[src/source/counter_bank_consts.svh]
// Counter bank constants: channel count, counter width and reset value

`ifndef COUNTER_BANK_CONSTS_SVH
`define COUNTER_BANK_CONSTS_SVH

// --------------------------------------------------
// Bank geometry
// --------------------------------------------------

// Number of independent event channels
`define CB_NUM_CHAN 4

// Bits per counter, counts wrap modulo 2^CB_CNT_W
`define CB_CNT_W 8

// --------------------------------------------------
// Reset state
// --------------------------------------------------

// Value loaded into every counter while rsn_i is low
`define CB_RST_VAL 8'h05

`endif
[src/source/counter_bank_pkg.sv]
// Counter bank types: count value, per-channel mask and channel select

`default_nettype none

`include "counter_bank_consts.svh"

package counter_bank_pkg;

   // One counter value
   typedef logic [`CB_CNT_W-1:0] cnt_t;

   // One bit per channel
   // Used for event, direction and wrap vectors
   typedef logic [`CB_NUM_CHAN-1:0] chan_mask_t;

   // Channel index for the readout mux
   typedef logic [1:0] chan_sel_t;

endpackage : counter_bank_pkg

`default_nettype wire

[src/source/chan_if.sv]
// Per-channel interface between edge detector, counter channel and readout

`timescale 1ns/1ps
`default_nettype none

interface chan_if;

   // Single-cycle count enable from the edge detector
   logic                    cnt_en;

   // Direction, 1 counts down and 0 counts up
   logic                    cnt_dn;

   // Registered count of this channel
   counter_bank_pkg::cnt_t  cnt;

   // High for one cycle after the count wrapped
   logic                    wrap;

   // Edge detector side
   modport ctrl (
      output cnt_en,
      output cnt_dn
   );

   // Counter side
   modport chan (
      input  cnt_en,
      input  cnt_dn,
      output cnt,
      output wrap
   );

   // Readout side
   modport mon (
      input  cnt,
      input  wrap
   );

endinterface : chan_if

`default_nettype wire

[src/source/counter_bank_top.sv]
// Counter bank top level: edge detector, counter channels and readout

`timescale 1ns/1ps
`default_nettype none

`include "counter_bank_consts.svh"

module counter_bank_top (
   input  wire logic                          clk_i,
   input  wire logic                          rsn_i,

   // Event levels and per-channel direction
   input  wire counter_bank_pkg::chan_mask_t  evt_i,
   input  wire counter_bank_pkg::chan_mask_t  dir_i,

   // Readout control
   input  wire counter_bank_pkg::chan_sel_t   sel_i,
   input  wire logic                          clr_wrap_i,

   output      counter_bank_pkg::cnt_t        cnt_o,
   output      counter_bank_pkg::chan_mask_t  wrap_o
);

   // One interface per channel
   chan_if ch_if [`CB_NUM_CHAN] ();

   // --------------------------------------------------
   // Event edge detection
   // --------------------------------------------------

   event_edge_detect u_edge (
      .clk_i (clk_i),
      .rsn_i (rsn_i),
      .evt_i (evt_i),
      .dir_i (dir_i),
      .ctl_o (ch_if)
   );

   // --------------------------------------------------
   // Counter channels
   // --------------------------------------------------

   for (genvar g = 0; g < `CB_NUM_CHAN; g++) begin : g_chan
      counter_channel u_chan (
         .clk_i (clk_i),
         .rsn_i (rsn_i),
         .ch_io (ch_if[g])
      );
   end

   // --------------------------------------------------
   // Wrap flags and count select
   // --------------------------------------------------

   count_readout u_readout (
      .clk_i      (clk_i),
      .rsn_i      (rsn_i),
      .sel_i      (sel_i),
      .clr_wrap_i (clr_wrap_i),
      .mon_i      (ch_if),
      .cnt_o      (cnt_o),
      .wrap_o     (wrap_o)
   );

endmodule : counter_bank_top

`default_nettype wire

[src/source/count_readout.sv]
// Count readout: sticky wrap flags and the count-select multiplexer

`timescale 1ns/1ps
`default_nettype none

`include "counter_bank_consts.svh"

module count_readout (
   input  wire logic                          clk_i,
   input  wire logic                          rsn_i,

   input  wire counter_bank_pkg::chan_sel_t   sel_i,
   input  wire logic                          clr_wrap_i,

   chan_if.mon                                mon_i [`CB_NUM_CHAN],

   output      counter_bank_pkg::cnt_t        cnt_o,
   output      counter_bank_pkg::chan_mask_t  wrap_o
);

   counter_bank_pkg::cnt_t        cnt_arr [`CB_NUM_CHAN];
   counter_bank_pkg::chan_mask_t  wrap_vec;
   counter_bank_pkg::chan_mask_t  flag_q;

   // Gather per-channel signals so they can be indexed by sel_i
   for (genvar g = 0; g < `CB_NUM_CHAN; g++) begin : g_mon
      assign cnt_arr[g]  = mon_i[g].cnt;
      assign wrap_vec[g] = mon_i[g].wrap;
   end

   // --------------------------------------------------
   // Sticky wrap flags
   // --------------------------------------------------

   // Set wins over a clear on the same edge
   always_ff @(posedge clk_i or negedge rsn_i) begin
      if (!rsn_i) begin
         flag_q <= '0;
      end else if (clr_wrap_i) begin
         flag_q <= wrap_vec;
      end else begin
         flag_q <= flag_q | wrap_vec;
      end
   end

   assign wrap_o = flag_q;

   // --------------------------------------------------
   // Count select
   // --------------------------------------------------

   assign cnt_o = cnt_arr[sel_i];

endmodule : count_readout

`default_nettype wire

[src/source/counter_channel.sv]
// Up/down counter channel with reset value and registered wrap pulse

`timescale 1ns/1ps
`default_nettype none

`include "counter_bank_consts.svh"

module counter_channel (
   input  wire logic  clk_i,
   input  wire logic  rsn_i,

   chan_if.chan       ch_io
);

   localparam int W = `CB_CNT_W;

   counter_bank_pkg::cnt_t  cnt_q;
   logic                    wrap_q;

   counter_bank_pkg::cnt_t  step;
   counter_bank_pkg::cnt_t  step_neg;
   logic [W+1:0]            sum_ext;
   counter_bank_pkg::cnt_t  cnt_nxt;
   logic                    carry;

   // --------------------------------------------------
   // Add/subtract with carry out
   // --------------------------------------------------

   // Operand is the enable itself, so an idle cycle adds zero
   assign step = {{(W-1){1'b0}}, ch_io.cnt_en};

   // Invert operand for subtraction
   assign step_neg = step ^ {W{ch_io.cnt_dn}};

   // Extra low bit carries the direction in as carry-in
   assign sum_ext = {cnt_q, 1'b1} + {step_neg, ch_io.cnt_dn};

   assign cnt_nxt = sum_ext[W:1];
   assign carry   = sum_ext[W+1];

   // --------------------------------------------------
   // Count and wrap registers
   // --------------------------------------------------

   // Up wraps on carry, down wraps on missing carry (borrow)
   always_ff @(posedge clk_i or negedge rsn_i) begin
      if (!rsn_i) begin
         cnt_q  <= `CB_RST_VAL;
         wrap_q <= 1'b0;
      end else begin
         cnt_q  <= cnt_nxt;
         wrap_q <= carry ^ ch_io.cnt_dn;
      end
   end

   assign ch_io.cnt  = cnt_q;
   assign ch_io.wrap = wrap_q;

endmodule : counter_channel

`default_nettype wire

[src/source/event_edge_detect.sv]
// Event edge detector: turns event levels into one-cycle count enables

`timescale 1ns/1ps
`default_nettype none

`include "counter_bank_consts.svh"

module event_edge_detect (
   input  wire logic                          clk_i,
   input  wire logic                          rsn_i,

   input  wire counter_bank_pkg::chan_mask_t  evt_i,
   input  wire counter_bank_pkg::chan_mask_t  dir_i,

   chan_if.ctrl                               ctl_o [`CB_NUM_CHAN]
);

   counter_bank_pkg::chan_mask_t evt_q;
   counter_bank_pkg::chan_mask_t rise;
   counter_bank_pkg::chan_mask_t en_q;
   counter_bank_pkg::chan_mask_t dn_q;

   // --------------------------------------------------
   // Previous event level
   // --------------------------------------------------

   always_ff @(posedge clk_i or negedge rsn_i) begin
      if (!rsn_i) begin
         evt_q <= '0;
      end else begin
         evt_q <= evt_i;
      end
   end

   // High now and low at the previous sample
   assign rise = evt_i & ~evt_q;

   // --------------------------------------------------
   // Registered enable and direction
   // --------------------------------------------------

   always_ff @(posedge clk_i or negedge rsn_i) begin
      if (!rsn_i) begin
         en_q <= '0;
         dn_q <= '0;
      end else begin
         en_q <= rise;
         dn_q <= dir_i;
      end
   end

   // Fan out to the channel interfaces
   for (genvar g = 0; g < `CB_NUM_CHAN; g++) begin : g_ctl
      assign ctl_o[g].cnt_en = en_q[g];
      assign ctl_o[g].cnt_dn = dn_q[g];
   end

endmodule : event_edge_detect

`default_nettype wire

[config.mk]
export PLATFORM = sky130hd
export DESIGN_NAME = counter_bank_top
export DESIGN_NICKNAME = d
export VERILOG_FILES = /design/src/source/counter_bank_pkg.sv /design/src/source/chan_if.sv /design/src/source/counter_bank_top.sv /design/src/source/count_readout.sv /design/src/source/counter_channel.sv /design/src/source/event_edge_detect.sv
export VERILOG_INCLUDE_DIRS = /design/src /design/src/source
export SDC_FILE = /design/constraint.sdc
export NUM_CORES = 1
export LEC_CHECK = 0
export BUFFER_PORTS_ARGS = -buffer_cell sky130_fd_sc_hd__buf_2
export CAP_MARGIN = 20
export CELL_PAD_IN_SITES_DETAIL_PLACEMENT = 1
export CELL_PAD_IN_SITES_GLOBAL_PLACEMENT = 1
export CORE_MARGIN = 2
export CORE_UTILIZATION = 30
export CTS_CLUSTER_DIAMETER = 200
export DETAILED_ROUTE_END_ITERATION = 12
export MAX_ROUTING_LAYER = met4
export PLACE_DENSITY_LB_ADDON = 0.08
export RECOVER_POWER = 25
export SYNTH_ARGS = -nofsm -noshare
export SYNTH_HDL_FRONTEND = slang
export SYNTH_SLANG_ARGS = --single-unit
[constraint.sdc]
create_clock -name clk_i -period 3.1 [get_ports clk_i]
set_clock_uncertainty 0.05 [all_clocks]
set_input_delay 0.465 -clock clk_i [delete_from_list [all_inputs] [get_ports clk_i]]
set_output_delay 0.465 -clock clk_i [all_outputs]
set_load 0.01 [all_outputs]
Word-level counts from Yosys, hierarchy flattened
Cells that the tools add are included.
{"block": "word_totals", "ff_bits": 52, "inputBits": 13, "out_inout_bits": 12, "wordCells": 33}
{"block": "op_classes", "addsub": 4, "order_cmp": 1, "n_mux": 4, "n_bitwise": 12}
{"cell": "$add 9x9->10", "count": 4}
{"cell": "$xor 1x8->8", "count": 4}
{"cell": "$bmux 8 s2", "count": 1}
{"cell": "$mux 8", "count": 2}
{"cell": "$and 4x4->4", "count": 1}
{"cell": "$mux 4", "count": 1}
{"cell": "$not 4->4", "count": 1}
{"cell": "$or 4x4->4", "count": 1}
{"cell": "$xor 1x1->1", "count": 4}
{"cell": "$ge 3x3->1 const B", "count": 1}
{"cell": "$not 2->3", "count": 1}

Depth between registers and ports, before layout
{"block": "depth", "depth_word": 4, "ltp_mapped": 7, "mapped_depth_nobuf": 6}

By module
Synthesis repeated with hierarchy kept, for this count alone.
{"block": "unflattened", "cells_unflattened": 255, "hier_area_um2": 3268.1}
{"module": "counter_channel", "n_inst": 4, "cells_each": 55, "area_per_inst_um2": 645.6, "seq_area_each_um2": 227.7}
{"module": "event_edge_detect", "n_inst": 1, "cells_each": 16, "area_per_inst_um2": 355.3, "seq_area_each_um2": 300.3}
{"module": "count_readout", "n_inst": 1, "cells_each": 19, "area_per_inst_um2": 330.3, "seq_area_each_um2": 100.1}

Worst setup path after synthesis
No wires, ideal clock.
{"block": "synth_path", "path_type": "register to register", "startpoint": "register u_edge.dn_q[2]", "endpoint": "register g_chan[2].u_chan.cnt_q[6]", "setup_time_ns": 0.069, "arrival_ns": 1.878, "t_required_ns": 2.981, "path_slack_ns": 1.103, "path_stages_with_launch": 7, "n_path_buf": 0, "period_less_slack_ns": 1.997, "cell_sequence": "dfrtp_1 -> xor2_1 -> ha_1 -> a21oi_2 -> o211a_4 -> or4b_1 -> nand3_1"}
{"block": "synth_via", "elab_chain_len": 2}
{"item": "start, declared", "line": "event_edge_detect.sv:21", "text": "counter_bank_pkg::chan_mask_t dn_q;"}
{"item": "start signal, assigned", "line": "event_edge_detect.sv:48", "text": "dn_q <= dir_i;"}
{"item": "$xor 1x8->8", "line": "counter_channel.sv:34", "text": "assign step_neg = step ^ {W{ch_io.cnt_dn}};"}
{"item": "$add 9x9->10 *", "line": "counter_channel.sv:37", "text": "assign sum_ext = {cnt_q, 1'b1} + {step_neg, ch_io.cnt_dn};"}
{"item": "net g_chan[2].u_chan.sum_ext[7]", "line": "counter_channel.sv:22", "text": "logic [W+1:0] sum_ext;"}
{"item": "end signal, assigned", "line": "counter_channel.sv:49", "text": "cnt_q <= `CB_RST_VAL;"}
{"item": "end signal, assigned", "line": "counter_channel.sv:52", "text": "cnt_q <= cnt_nxt;"}
{"item": "end, declared", "line": "counter_channel.sv:17", "text": "counter_bank_pkg::cnt_t cnt_q;"}
Mark *: on every way through the listed nets, which the timed path passes. The rest lies on a longest branch.

Final worst setup path
{"block": "layout_path", "startpoint": "register u_edge.dn_q[2]", "endpoint": "register g_chan[2].u_chan.cnt_q[7]"}
Same word-level chain as after synthesis.

==> impl_metrics.ini <==
[outcome]
run_status = finished, violations left
violations = max-capacitance violations, max-slew violations

[clock_tree]
cts_buffer_depth = 2
path_clk_slew_ns = 0.11
clock_latency_ns = 0.32
cts_hold_buf = 0
root_buffer = clkbuf_8
cts_tree = built
cts_made_buffers = 5
clock_sinks = 52
post_cts_buffers = 0
postCtsResizedCells = 0
htree_levels = 2

[flow_run]
timing.max_cap.violations = 1

[setup_path]
r2r_end = g_chan[2].u_chan.ch_io.cnt[7]
start_kind = flop
regToRegSetupSlack_ns = 0.89
crit_required_ns = 3.21
critPathCaptureType = flop
critPathMaxFanout = 12
crit_start = u_edge.dn_q[2]
rr_worst_depth = 5
critical_path_class = reg -> reg
reg2reg_from = u_edge.dn_q[2]
critPathCapture = g_chan[2].u_chan.ch_io.cnt[7]
cp.arrival_ns = 2.32

[logic_synthesis]
ys_seq_elements = 52
synthCells = 287
yosysWarnings = 0
yosysSeqAreaShare_pct = 41.34
synthesis.area_um2 = 3172
synth_cell_types = 42
syn_nets = 332
synth_area_per_cell_um2 = 11.05

[finish]
final_cell_mix = dfrtp_1, ha_1, buf_2
instances_no_fill = 448
nets = 356
diodes = 0
drive_above_1_share_pct = 17.63
final_common_cell = dfrtp_1
syn2layout_area_growth_pct = 13.33

[route]
via_count = 2301
avgRoutedWirePerCell_um = 16.82
first_pass_iters = 4
remaining_drc_errors = 0
via_per_inst = 5.136
finalWirelength_um = 7536
drt.antenna.violating_nets = 0
dr.first_iter.drc_count = 53

[grt]
antenna_found_initial = 0
grt_max_degree = 37
grt_pass1_vias = 2442
grt_usage_pct = 14.99
grt-ovfl-total = 0
grt_pass1_wl_um = 12770

[sta]
hold_viol_final = 0
tns_ns = 0
slew_violations = 37
rsz0062_at_grt = no
tightestPinTransition_ns = 2.043
finalCritPeriodShare_pct = 71.22
relSlewSlack_pct = -36.22
max_freq_mhz = 453.0
fin_crit_ns = 2.208
setup_violations = 0

[pwr]
p_leak_nw = 1.568
vdd_drop_max_uv = 271.2
p_per_area_nw_per_um2 = 1103

[floorplanning]
die_h_um = 106.8
coreArea_um2 = 10280
die-area_um2 = 11410
start_util_pct = 30.86
die_w_um = 106.8
io_pins = 25
core.rowCount = 37

[placed_design]
gp_congestion = 0.8024
dp_hpwl_um = 5792
numPlacedInstances = 440
numPortBuffers = 24

[worst_hold_path]
hold_path_class = in -> reg
worst min-delay path by stage:
stage,from,endpoint,slack (ns),depth (start not counted)
CTS,dir_i[1],u_edge.dn_q[1],0.18,1
global route,dir_i[1],u_edge.dn_q[1],0.17,1
global placement,u_edge.evt_q[1],u_edge.en_q[1],0.33,1
finish,dir_i[1],u_edge.dn_q[1],0.19,1
floorplan,rsn_i,g_chan[0].u_chan.ch_io.cnt[1],0.12,0
detailed placement,u_edge.evt_q[1],u_edge.en_q[1],0.34,1
per-stage QoR:
step	hold slack, ns	worst slack, ns	power [mW]	cell area, um2	util (%)
2_1_floorplan	0.1194	1.103	2.779	3172	-
3_3_place_gp	0.3334	0.9150	3.331	3437	33.44
3_5_place_dp	0.3407	0.9059	3.353	3437	33.44
4_1_cts	0.1786	0.8862	4.026	3596	34.99
5_1_grt	0.1687	0.6472	4.334	3595	34.98
6_report	0.1862	0.8923	3.966	3595	34.98
registers in the layout, indices dropped and copies added, names as in the netlist:
signal,flops
u_edge.dn_q,4
g_chan.u_chan.ch_io.wrap,4
g_chan.u_chan.ch_io.cnt,32
u_edge.en_q,4
u_edge.evt_q,4
u_readout.wrap_o,4
metal layers:
metal,routed length (um),global-route usage (%)
met2,3450,23.20
met3,218,2.857
met4,182,5.102
met1,3684,19.81
met5,0,-
critical path, cell delays in order (launching register included):
cell and delay, ns:
dfrtp_1 0.67, ha_1 0.38, a21oi_1 0.26, nand2_1 0.12
a211oi_1 0.39, o311ai_0 0.19
layout make-up:
| class | count | area [um2] |
|---|---|---|
| Clock buffer | 5 | 68.82 |
| Tap cell | 136 | 170.2 |
| Sequential cell | 52 | 1311 |
| Timing Repair Buffer | 26 | 133.9 |
| Fill cell | 1145 | 6683 |
| Inverter | 17 | 63.81 |
| Clock inverter | 3 | 90.09 |
| Multi-Input combinational cell | 209 | 1757 |
kinds of logic (layout without fill, tap and decap cells):
group / count (synthesis) / in the layout / synth area share (%)
AND/OR/NAND/NOR: 68 / 68 / 11.32
buffers and inverters: 26 / 51 / 3.274
AO/OA/AOI/OAI: 64 / 64 / 15.38
multiplexers: 12 / 12 / 6.943
adder cells (fa/ha/maj): 32 / 32 / 12.62
flip-flops: 52 / 52 / 41.34
XOR/XNOR: 33 / 33 / 9.112
synth_stat cells (all sizes together):
master    n  area share (%)
nor4      3            0.59
o41ai     1            0.28
a2111o    3             1.1
nand3    14             2.2
a21oi    17             2.8
inv      17             2.0
o21ba     3            0.95
or4b      1            0.32
a31oi     1            0.20
xor2     11             3.0
o21ai     3            0.47
nand4     6             1.2
mux2i     4             1.3
dfstp     8             6.6
a21o      9             2.1
mux4      8             5.7
ha       32              13
o22ai     2            0.39
o221ai    5             1.4
nor2b     9             1.8
a221oi    3             1.0
nand3b    2            0.47
o211ai    2            0.47
o21bai    3            0.71
buf       6            0.87
a2111oi   3            0.83
a211oi    4            0.95
or3       3            0.59
nand2     6            0.71
nor3      8             1.3
dfrtp    44              35
clkbuf    3            0.39
xnor2    22             6.1
nor2     12             1.4
o311ai    2            0.55
o211a     3             1.2
and3      4            0.79
power breakdown:
group / leakage [nW] / internal, mW / switching [mW] / total [mW]
logic: 0.892 / 0.971 / 1.12 / 2.09
clock network: 0.0784 / 0.404 / 0.242 / 0.646
registers: 0.597 / 1.02 / 0.214 / 1.23
No activity file was read; power rests on OpenSTA's default activity.
